### config.mk
export PLATFORM = sky130hd
export DESIGN_NAME = board_top
export DESIGN_NICKNAME = d
export VERILOG_FILES = /design/src/verilog/pow_types_pkg.sv /design/src/verilog/display_types_pkg.sv /design/src/verilog/pow5_pipeline.sv /design/src/verilog/seven_segment_display.sv /design/src/verilog/board_top.sv
export VERILOG_INCLUDE_DIRS = /design/src /design/src/verilog
export SDC_FILE = /design/constraint.sdc
export NUM_CORES = 1
export LEC_CHECK = 0
export ABC_AREA = 1
export BUFFER_PORTS_ARGS = -buffer_cell sky130_fd_sc_hd__buf_2
export CAP_MARGIN = 25
export CELL_PAD_IN_SITES_DETAIL_PLACEMENT = 1
export CELL_PAD_IN_SITES_GLOBAL_PLACEMENT = 1
export CORE_MARGIN = 1
export CORE_UTILIZATION = 54
export DETAILED_ROUTE_END_ITERATION = 10
export GPL_ROUTABILITY_DRIVEN = 0
export HOLD_SLACK_MARGIN = 0.06
export MAX_ROUTING_LAYER = met4
export PLACE_DENSITY = 0.94
export SLEW_MARGIN = 20
export SYNTH_ARGS = -nofsm -noshare
export SYNTH_HDL_FRONTEND = slang
export SYNTH_SLANG_ARGS = --single-unit
### constraint.sdc
create_clock -name slow_clk -period 12.2 [get_ports slow_clk]
set_clock_uncertainty 0.1 [all_clocks]
set_input_delay 3.05 -clock slow_clk [delete_from_list [all_inputs] [get_ports slow_clk]]
set_output_delay 3.05 -clock slow_clk [all_outputs]
set_load 0.02 [all_outputs]
### src/verilog/pow_consts.svh
`ifndef POW_CONSTS_SVH
`define POW_CONSTS_SVH

// --------------------------------------------------
// Datapath sizing
// --------------------------------------------------

// Switch operand width
`define POW_OPERAND_W 8

// Multiply stages from square to fifth power
`define POW_STAGES 4

// --------------------------------------------------
// Display sizing
// --------------------------------------------------

`define DISP_DIGITS 8

// Prescaler width, one digit step per wrap
`define DISP_SCAN_W 4

`endif

### src/verilog/pow_types_pkg.sv
package pow_types_pkg;

    `include "pow_consts.svh"

    // --------------------------------------------------
    // Pipeline data types
    // --------------------------------------------------

    // Operand as read from the switches
    typedef logic [`POW_OPERAND_W-1:0] operand_t;

    // Fifth power, wide enough to be exact
    typedef logic [5*`POW_OPERAND_W-1:0] result_t;

    // Input flag, stage flags, output flag (lowest first)
    typedef logic [`POW_STAGES:0] stage_valid_t;

    // Final result with its flag
    typedef struct packed {
        logic    valid;
        result_t value;
    } pow_result_s;

endpackage

### src/verilog/display_types_pkg.sv
package display_types_pkg;

    `include "pow_consts.svh"

    // --------------------------------------------------
    // Seven-segment display types
    // --------------------------------------------------

    typedef logic [3:0] nibble_t;

    // Segments a..g then dot, a in the top bit
    typedef logic [7:0] seg_t;

    // One enable per digit, low means lit
    typedef logic [`DISP_DIGITS-1:0] digit_sel_t;

    // Hex number spread across all digits
    typedef logic [4*`DISP_DIGITS-1:0] display_num_t;

    typedef struct packed {
        seg_t       abcdefgh;
        digit_sel_t digit;
    } seg_drive_s;

endpackage

### src/verilog/pow5_pipeline.sv
`timescale 1ns/1ps

`include "pow_consts.svh"

module pow5_pipeline
    import pow_types_pkg::*;
(
    input  logic         slow_clk,
    input  logic         rst,
    input  logic         load,
    input  operand_t     operand,
    output stage_valid_t stage_valid,
    output pow_result_s  result
);

    localparam int op_w = `POW_OPERAND_W;

    // Bit position of the output flag
    localparam int out_bit = `POW_STAGES;

    // --------------------------------------------------
    // Valid chain
    // --------------------------------------------------

    stage_valid_t valid_q;

    // Shift in the load strobe every cycle
    always_ff @(posedge slow_clk or posedge rst) begin
        if (rst) begin
            valid_q <= '0;
        end else begin
            valid_q <= {valid_q[out_bit-1:0], load};
        end
    end

    assign stage_valid = valid_q;

    // --------------------------------------------------
    // Data registers
    // --------------------------------------------------

    operand_t            operand_q;
    operand_t            op_s1;
    operand_t            op_s2;
    operand_t            op_s3;
    logic [2*op_w-1:0]   square_q;
    logic [3*op_w-1:0]   cube_q;
    logic [4*op_w-1:0]   fourth_q;
    result_t             result_q;

    // Operand capture on the load strobe
    always_ff @(posedge slow_clk) begin
        if (load) begin
            operand_q <= operand;
        end
    end

    // Square
    always_ff @(posedge slow_clk) begin
        if (valid_q[0]) begin
            square_q <= operand_q * operand_q;
            op_s1    <= operand_q;
        end
    end

    // Cube
    always_ff @(posedge slow_clk) begin
        if (valid_q[1]) begin
            cube_q <= square_q * op_s1;
            op_s2  <= op_s1;
        end
    end

    // Fourth power
    always_ff @(posedge slow_clk) begin
        if (valid_q[2]) begin
            fourth_q <= cube_q * op_s2;
            op_s3    <= op_s2;
        end
    end

    // Fifth power, held until the next item arrives
    always_ff @(posedge slow_clk or posedge rst) begin
        if (rst) begin
            result_q <= '0;
        end else if (valid_q[3]) begin
            result_q <= fourth_q * op_s3;
        end
    end

    assign result.valid = valid_q[out_bit];
    assign result.value = result_q;

    // --------------------------------------------------
    // Assertions
    // --------------------------------------------------

    // Fixed five cycle latency from strobe to output flag
    a_latency: assert property (
        @(posedge slow_clk) disable iff (rst)
        1'b1 ##5 1'b1 |-> (result.valid == $past(load, 5))
    );

    a_result_known: assert property (
        @(posedge slow_clk) disable iff (rst)
        result.valid |-> !$isunknown(result.value)
    );

endmodule

### src/verilog/seven_segment_display.sv
`timescale 1ns/1ps

`include "pow_consts.svh"

module seven_segment_display
    import display_types_pkg::*;
(
    input  logic         slow_clk,
    input  logic         rst,
    input  display_num_t number,
    output seg_drive_s   drive
);

    localparam int idx_w = $clog2(`DISP_DIGITS);

    // --------------------------------------------------
    // Hex decoder
    // --------------------------------------------------

    function automatic seg_t hex_to_seg(input nibble_t value);
        seg_t pattern;
        case (value)
            4'h0: pattern = 8'b1111_1100;
            4'h1: pattern = 8'b0110_0000;
            4'h2: pattern = 8'b1101_1010;
            4'h3: pattern = 8'b1111_0010;
            4'h4: pattern = 8'b0110_0110;
            4'h5: pattern = 8'b1011_0110;
            4'h6: pattern = 8'b1011_1110;
            4'h7: pattern = 8'b1110_0000;
            4'h8: pattern = 8'b1111_1110;
            4'h9: pattern = 8'b1111_0110;
            4'ha: pattern = 8'b1110_1110;
            4'hb: pattern = 8'b0011_1110;
            4'hc: pattern = 8'b1001_1100;
            4'hd: pattern = 8'b0111_1010;
            4'he: pattern = 8'b1001_1110;
            default: pattern = 8'b1000_1110;
        endcase
        return pattern;
    endfunction

    // --------------------------------------------------
    // Scan control
    // --------------------------------------------------

    logic [`DISP_SCAN_W-1:0] prescaler;
    logic [idx_w-1:0]        scan_idx;
    logic                    scan_tick;

    // Step to the next digit when the prescaler wraps
    assign scan_tick = &prescaler;

    always_ff @(posedge slow_clk or posedge rst) begin
        if (rst) begin
            prescaler <= '0;
            scan_idx  <= '0;
        end else begin
            prescaler <= prescaler + 1'b1;
            if (scan_tick) begin
                if (scan_idx == idx_w'(`DISP_DIGITS - 1)) begin
                    scan_idx <= '0;
                end else begin
                    scan_idx <= scan_idx + 1'b1;
                end
            end
        end
    end

    // --------------------------------------------------
    // Output drive
    // --------------------------------------------------

    nibble_t cur_nibble;

    assign cur_nibble = number[scan_idx*4 +: 4];

    // Registered segments and active-low digit enable
    always_ff @(posedge slow_clk or posedge rst) begin
        if (rst) begin
            drive.abcdefgh <= hex_to_seg(4'h0);
            drive.digit    <= ~digit_sel_t'(1);
        end else begin
            drive.abcdefgh <= hex_to_seg(cur_nibble);
            drive.digit    <= ~(digit_sel_t'(1) << scan_idx);
        end
    end

    // One digit lit at a time
    a_one_digit: assert property (
        @(posedge slow_clk) disable iff (rst)
        $countones(~drive.digit) == 1
    );

endmodule

### src/verilog/board_top.sv
`timescale 1ns/1ps

module board_top
    import pow_types_pkg::*;
    import display_types_pkg::*;
(
    input  logic       slow_clk,
    input  logic       rst,

    // Keys, switches and LEDs
    input  logic [3:0] key,
    input  operand_t   sw,
    output logic [7:0] led,

    // Multiplexed seven-segment display
    output seg_t       abcdefgh,
    output digit_sel_t digit
);

    stage_valid_t stage_valid;
    pow_result_s  result;
    seg_drive_s   drive;

    // --------------------------------------------------
    // Fifth power pipeline
    // --------------------------------------------------

    // Key 0 acts as the load strobe
    pow5_pipeline pow_i (
        .slow_clk    (slow_clk),
        .rst         (rst),
        .load        (key[0]),
        .operand     (sw),
        .stage_valid (stage_valid),
        .result      (result)
    );

    // Stage flags on the low LEDs, rest dark
    assign led = {{(8 - $bits(stage_valid_t)){1'b0}}, stage_valid};

    // --------------------------------------------------
    // Display
    // --------------------------------------------------

    // Only the low 32 bits of the result fit
    seven_segment_display disp_i (
        .slow_clk (slow_clk),
        .rst      (rst),
        .number   (result.value[$bits(display_num_t)-1:0]),
        .drive    (drive)
    );

    assign abcdefgh = drive.abcdefgh;
    assign digit    = drive.digit;

endmodule

==> results.sh, run 1 <==
export IMPL_status="complete, but fails checks"
export IMPL_violations="DRC"
export IMPL_grt_remaining_overflow=0
export IMPL_synth_edf_count=100
export IMPL_cp_required_ns=12.23
export IMPL_dp_hpwl_mm=70.5
export IMPL_worstPathMaxFanout=16
export IMPL_nNetsFinal=3846
export IMPL_cts_resized_gates=0
export IMPL_cap_viol_max_count=0
export IMPL_cts_root_buffer="clkbuf_16"
export IMPL_slew_viol_final=0
export IMPL_synth_ff_type="edfxtp_1"
export IMPL_cts_buffers=17
export IMPL_first_global_vias=28400
export IMPL_path_clk_slew_ns=0.09
export IMPL_start_kind="flop"
export IMPL_hold_class="reg -> reg"
export IMPL_via_per_inst=6.70
export IMPL_setup_viol=0
export IMPL_postCtsHoldBufs=0
export IMPL_ys_seq_area_share_pct=17.6
export IMPL_max_clock_freq_ghz=0.152
export IMPL_worst_pin_slew_ns=1.37
export IMPL_grt_first_pass_wirelength_mm=170
export IMPL_clock_sinks=159
export IMPL_vias=26100
export IMPL_antenna_found_initial=14
export IMPL_hold_ws_ns=0.395
export IMPL_final_hold_viol_count=0
export IMPL_rsz0062_at_grt="false"
export IMPL_path_cells="buf_16, nand2_1, inv_1, fa_1, fa_1, fa_1, inv_1, fa_1, inv_1, ha_1, a21oi_1, nor2_1, nor2_1, o21bai_1, a21oi_1, nand2_1, xor2_1"
export IMPL_synth_area_um2=25500
export IMPL_grtUsageMet3_pct=22.5
export IMPL_die_h_um=219
export IMPL_grt_busiest_layer="met2"
export IMPL_clk_latency_ns=0.53
export IMPL_ios=38
export IMPL_core_area_um2=46600
export IMPL_port_buffers=30
export IMPL_initial_core_util_pct=54.7
export IMPL_wl_mm=123
export IMPL_drt_wirelength_per_cell_um=31.4
export IMPL_rows=79
export IMPL_fin_crit_sh_pct=53.8
export IMPL_synth_cell_types=49
export IMPL_cts_setup_buffers=0
export IMPL_crit_type="reg -> reg"
export IMPL_area_growth_pct=4.72
export IMPL_syn_inst=3323
export IMPL_cp_slowest_cell="xor2_1"
export IMPL_dieArea_um2=48100
export IMPL_drc=1
export IMPL_die_w_um=219
export IMPL_clockBufferDepth=2
export IMPL_drtPass1Iterations=11
export IMPL_cts_tree="built"
export IMPL_cp_common_cell="fa_1"
export IMPL_avgSynthCellArea_um2=7.67
export IMPL_synthArstFlopShare_pct=37.1
export IMPL_finalCriticalPeriod_ns=6.57
export IMPL_first_iter_violations=4296
export IMPL_final_cells=3899
export IMPL_track_usage_pct=50.1
export IMPL_layout_drive_gt1_share_pct=4.31
export IMPL_met1_usage_pct=47.5
export IMPL_maxSlewHeadroom_pct=8.53
export IMPL_worstPathArrival_ns=6.60
export IMPL_slowest_delay_ns=1.06
export IMPL_yosys_register_bits=159
export IMPL_worstSetupEndpointType="flop"
export IMPL_htreeDepth=4
export IMPL_grt_max_degree=60
export IMPL_antenna_left=0
export IMPL_yosys_warnings=0
export IMPL_fin_setup_tns_ns=0
export IMPL_grtUsageMet2_pct=74.9
export IMPL_placedCellCount=3845
[path summary, 6_finish.rpt]
path	startpoint	endpoint	slack, ns	cells after the start
max	pow_i.op_s2[4]	pow_i.fourth_q[23]	5.63	17
min	disp_i.prescaler[0]	disp_i.prescaler[0]	0.39	1
max reg2reg	pow_i.op_s2[4]	pow_i.fourth_q[23]	5.63	17
min reg2reg	disp_i.prescaler[0]	disp_i.prescaler[0]	0.39	1
max in group asynchronous	rst	pow_i.stage_valid[0]	8.66	3
min in group asynchronous	rst	pow_i.result_q[28]	2.72	3
[stage by stage]
stage | utilization (%) | setup slack [ns] | area (um^2)
detailed placement | 55.7 | 6.49 | 26000
global route | 57.3 | 5.56 | 26700
CTS | 57.0 | 6.42 | 26500
global placement | 55.7 | 6.99 | 26000
floorplan | - | 7.62 | 25500
finish | 57.3 | 5.63 | 26700
[cells in the final DEF (no fill, tap or decap), types with 5 or more instances in the layout]
cell type | Yosys | final
nor3_1 | 14 | 14
ha_1 | 178 | 178
inv_1 | 919 | 918
xor2_1 | 41 | 41
diode_2 | 0 | 17
clkbuf_16 | 0 | 17
inv_2 | 10 | 11
nand2_2 | 7 | 7
o21bai_1 | 14 | 14
a21oi_1 | 112 | 112
edfxtp_1 | 100 | 100
inv_6 | 0 | 5
dfrtp_1 | 46 | 44
o21ai_1 | 16 | 16
fa_1 | 392 | 392
nor2_1 | 110 | 110
nand4_1 | 27 | 27
conb_1 | 1 | 7
nor2_2 | 9 | 9
dfstp_2 | 13 | 13
buf_2 | 9 | 30
nand2_1 | 934 | 934
nand3_1 | 96 | 96
buf_4 | 6 | 15
o21ai_0 | 64 | 64
a21o_1 | 7 | 7
a31oi_1 | 9 | 9
xnor2_1 | 25 | 25
[registers in the layout, summed over array words and instances, names as in the netlist]
register / count
pow_i.op_s1: 7
disp_i.scan_idx: 3
pow_i.op_s2: 7
pow_i.operand_q: 8
pow_i.stage_valid: 5
pow_i.result_q: 32
pow_i.square_q: 15
disp_i.prescaler: 4
pow_i.fourth_q: 32
disp_i.drive: 15
pow_i.op_s3: 7
pow_i.cube_q: 24
[worst max-delay path, delay by kind of cell (launching register included)]
kind,cells,cell delay (ns)
simple gates,4,0.54
compound gates,3,0.70
buf+inv,4,0.53
flops,1,0.80
fa+ha+maj,5,2.40
xor+xnor,1,1.06
[metal layers]
metal,up-vias,part of all wire [%]
met4,0,13
met3,1483,15
li1,9576,-
met1,12300,29
met5,-,0
met2,2748,43
[cells by family after synthesis]
kind of cell / count (synthesis) / share of synthesized area [%]
AO/OA/AOI/OAI: 241 / 5.23
XOR/XNOR: 66 / 2.27
adder cells (fa/ha/maj): 570 / 39.5
buffers and inverters: 1065 / 15.9
flip-flops: 159 / 17.6
other: 1 / 0.0147
AND/OR/NAND/NOR: 1221 / 19.4
[area by class of cell]
| class | instances | area [um^2] |
|---|---|---|
| Antenna cell | 17 | 42.5 |
| Clock buffer | 17 | 425 |
| Clock inverter | 15 | 164 |
| Multi-Input combinational cell | 2105 | 16900 |
| Sequential cell | 159 | 4500 |
| Tap cell | 607 | 759 |
| Inverter | 929 | 3490 |
| Fill cell | 5727 | 19900 |
| Timing Repair Buffer | 50 | 363 |
[Yosys cell counts (2+ instances only)]
cell type  number  area share (%)
a21boi_0        4            0.12
or2_1           3           0.074
nand2_1       934              14
o21bai_1       14            0.41
o21a_1          4            0.12
a31oi_1         9            0.22
fa_1          392              31
o21ai_2         4            0.14
and2_1          2           0.049
nand3_1        96             1.9
nand3b_1        4            0.12
dfrtp_1        46             4.5
clkbuf_1       88             1.3
clkbuf_2       26            0.51
a21oi_1       112             2.2
inv_1         919              14
o21ai_1        16            0.31
nor2_2          9            0.22
nand2_2         7            0.17
o21ai_0        64             1.3
buf_4           6            0.18
xnor2_1        25            0.86
nor3_1         14            0.27
nor2_1        110             1.6
buf_2           9            0.18
nand4_1        27            0.66
nand3_2         4            0.16
xor2_1         41             1.4
nor2_4          3            0.13
nor4_1          3           0.074
inv_2          10            0.15
a21o_1          7            0.21
dfstp_2        13             1.3
buf_1           7            0.10
edfxtp_1      100              12
ha_1          178             8.7
Power of run 1 is left out: the tool's default activity adds up to more than one toggle a clock period on the data nets, which glitch-free logic cannot reach.
==> inputs of run 2 (changes only) <==
--- a/config.mk
+++ b/config.mk
@@ -12,12 +12,12 @@
 export CELL_PAD_IN_SITES_DETAIL_PLACEMENT = 1
 export CELL_PAD_IN_SITES_GLOBAL_PLACEMENT = 1
 export CORE_MARGIN = 1
-export CORE_UTILIZATION = 54
+export CORE_UTILIZATION = 50
 export DETAILED_ROUTE_END_ITERATION = 10
 export GPL_ROUTABILITY_DRIVEN = 0
 export HOLD_SLACK_MARGIN = 0.06
 export MAX_ROUTING_LAYER = met4
-export PLACE_DENSITY = 0.94
+export PLACE_DENSITY = 0.88
 export SLEW_MARGIN = 20
 export SYNTH_ARGS = -nofsm -noshare
 export SYNTH_HDL_FRONTEND = slang
==> constraint.sdc (replaced) <==
create_clock -name slow_clk -period 6.14 [get_ports slow_clk]
set_clock_uncertainty 0.1 [all_clocks]
set_input_delay 1.535 -clock slow_clk [delete_from_list [all_inputs] [get_ports slow_clk]]
set_output_delay 1.535 -clock slow_clk [all_outputs]
set_load 0.02 [all_outputs]
==> run 2 against run 1 <==
Compared with the run above: the run now ends clean; flip-flop and latch count did not move; global-route usage is 18 points lower; non-clock buffer count rose by 4; clock-buffer cell count up 1; critical path depth stayed put; hold slack got worse by 0.013 ns; sequential share of layout area barely moved; register-to-register slack got worse by 4.8 ns; first-iteration DRC count down 66%; critical path type unchanged.
==> results.sh, run 2 (same netlist as run 1, synthesis figures left out) <==
export IMPL_crit_type="reg -> reg"
export IMPL_clockBufferDepth=2
export IMPL_die_h_um=228
export IMPL_start_kind="flop"
export IMPL_clk_latency_ns=0.52
export IMPL_clock_sinks=159
export IMPL_fin_crit_sh_pct=85.9
export IMPL_cts_setup_buffers=0
export IMPL_postCtsHoldBufs=0
export IMPL_first_global_vias=24800
export IMPL_worstPathArrival_ns=5.58
export IMPL_rrSetupSlack_ns=0.87
export IMPL_setup_viol=0
export IMPL_fin_setup_tns_ns=0
export IMPL_cts_resized_gates=0
export IMPL_port_buffers=30
export IMPL_die_w_um=228
export IMPL_worstSetupEndpointType="flop"
export IMPL_path_clk_slew_ns=0.07
export IMPL_grt_first_pass_wirelength_mm=127
export IMPL_grt_max_degree=60
export IMPL_hold_class="reg -> reg"
export IMPL_dieArea_um2=51900
export IMPL_drc=0
export IMPL_initial_core_util_pct=50.8
export IMPL_antenna_found_initial=0
export IMPL_hold_path_depth=1
export IMPL_ios=38
export IMPL_rsz0062_at_grt="false"
export IMPL_slew_viol_final=0
export IMPL_min_to="disp_i.prescaler[0]"
export IMPL_r2r_cells=17
export IMPL_core_area_um2=50200
export IMPL_crit_start="pow_i.op_s3[2]"
export IMPL_antenna_left=0
export IMPL_antenna_cells=0
export IMPL_hold_ws_ns=0.382
export IMPL_placedCellCount=3916
export IMPL_first_iter_violations=1467
export IMPL_worstPathMaxFanout=20
export IMPL_final_cells=3951
export IMPL_drt_wirelength_per_cell_um=19.8
export IMPL_status="complete, no violations"
export IMPL_nNetsFinal=3850
export IMPL_track_usage_pct=32.1
export IMPL_r2r_end="pow_i.result_q[22]"
export IMPL_cap_viol_max_count=0
export IMPL_drtPass1Iterations=7
export IMPL_vias=21400
export IMPL_dp_hpwl_mm=61.1
export IMPL_layout_drive_gt1_share_pct=4.36
export IMPL_area_growth_pct=4.92
export IMPL_layout_commonest_cell="nand2_1"
export IMPL_cp_required_ns=6.44
export IMPL_maxSlewHeadroom_pct=29.8
export IMPL_grt_remaining_overflow=0
export IMPL_worst_pin_slew_ns=1.05
export IMPL_holdCritStartpoint="disp_i.prescaler[0]"
export IMPL_finalCriticalPeriod_ns=5.27
export IMPL_max_clock_freq_ghz=0.190
export IMPL_via_per_inst=5.42
export IMPL_cts_buffers=17
export IMPL_final_hold_viol_count=0
export IMPL_final_cell_mix="934 x nand2_1, 919 x inv_1, 392 x fa_1, 178 x ha_1, 112 x a21oi_1"
export IMPL_rows=82
export IMPL_cts_tree="built"
export IMPL_wl_mm=78.3
export IMPL_reg_top3="pow_i.fourth_q (32), pow_i.result_q (32), pow_i.cube_q (24)"
export IMPL_cts_root_buffer="clkbuf_16"
export IMPL_htreeDepth=4
export IMPL_r2r_start="pow_i.op_s3[2]"
[run 2: how the worst max path moves through the flow]
stage | cells past startpoint | to
finish | 17 | pow_i.result_q[22]
detailed placement | 17 | pow_i.fourth_q[20]
global placement | 17 | pow_i.fourth_q[28]
CTS | 17 | pow_i.fourth_q[20]
global route | 17 | pow_i.result_q[22]
floorplan | 19 | pow_i.result_q[28]
[run 2: worst max-delay path, cell delays in order (launching register included)]
cell	delay, ns
edfxtp_1	0.99
buf_4	0.34
nand2_1	0.07
inv_1	0.11
fa_1	0.43
fa_1	0.57
fa_1	0.43
fa_1	0.45
ha_1	0.42
nand2_1	0.16
nor2_1	0.21
inv_1	0.08
nor2_1	0.17
nand4_1	0.19
nand3_1	0.15
nand2_1	0.05
nand3_1	0.12
nand2_1	0.08
[run 2: routing by layer]
metal,GRT usage [%],vias to the layer above,part of all wire [%]
li1,-,9548,-
met1,34.0,10900,37
met2,57.0,721,53
met3,4.85,287,4.6
met4,18.1,0,5.7
met5,-,-,0
[run 2: final cells by class]
type | count | area [um^2]
clock buffer | 18 | 450
clock inverter | 14 | 139
fill | 6313 | 23400
inverter | 929 | 3490
multi-input combinational | 2105 | 16900
sequential | 159 | 4500
tap | 672 | 841
timing repair buffer | 54 | 378
[run 2: through the flow]
stage	area, um^2	worst slack (ns)	util, %
2_1_floorplan	25500	1.71	-
3_3_place_gp	26100	0.990	52.0
3_5_place_dp	26100	0.775	52.0
4_1_cts	26700	0.680	53.2
5_1_grt	26700	0.615	53.3
6_report	26700	0.865	53.3
Power of run 2 is left out for the same reason.
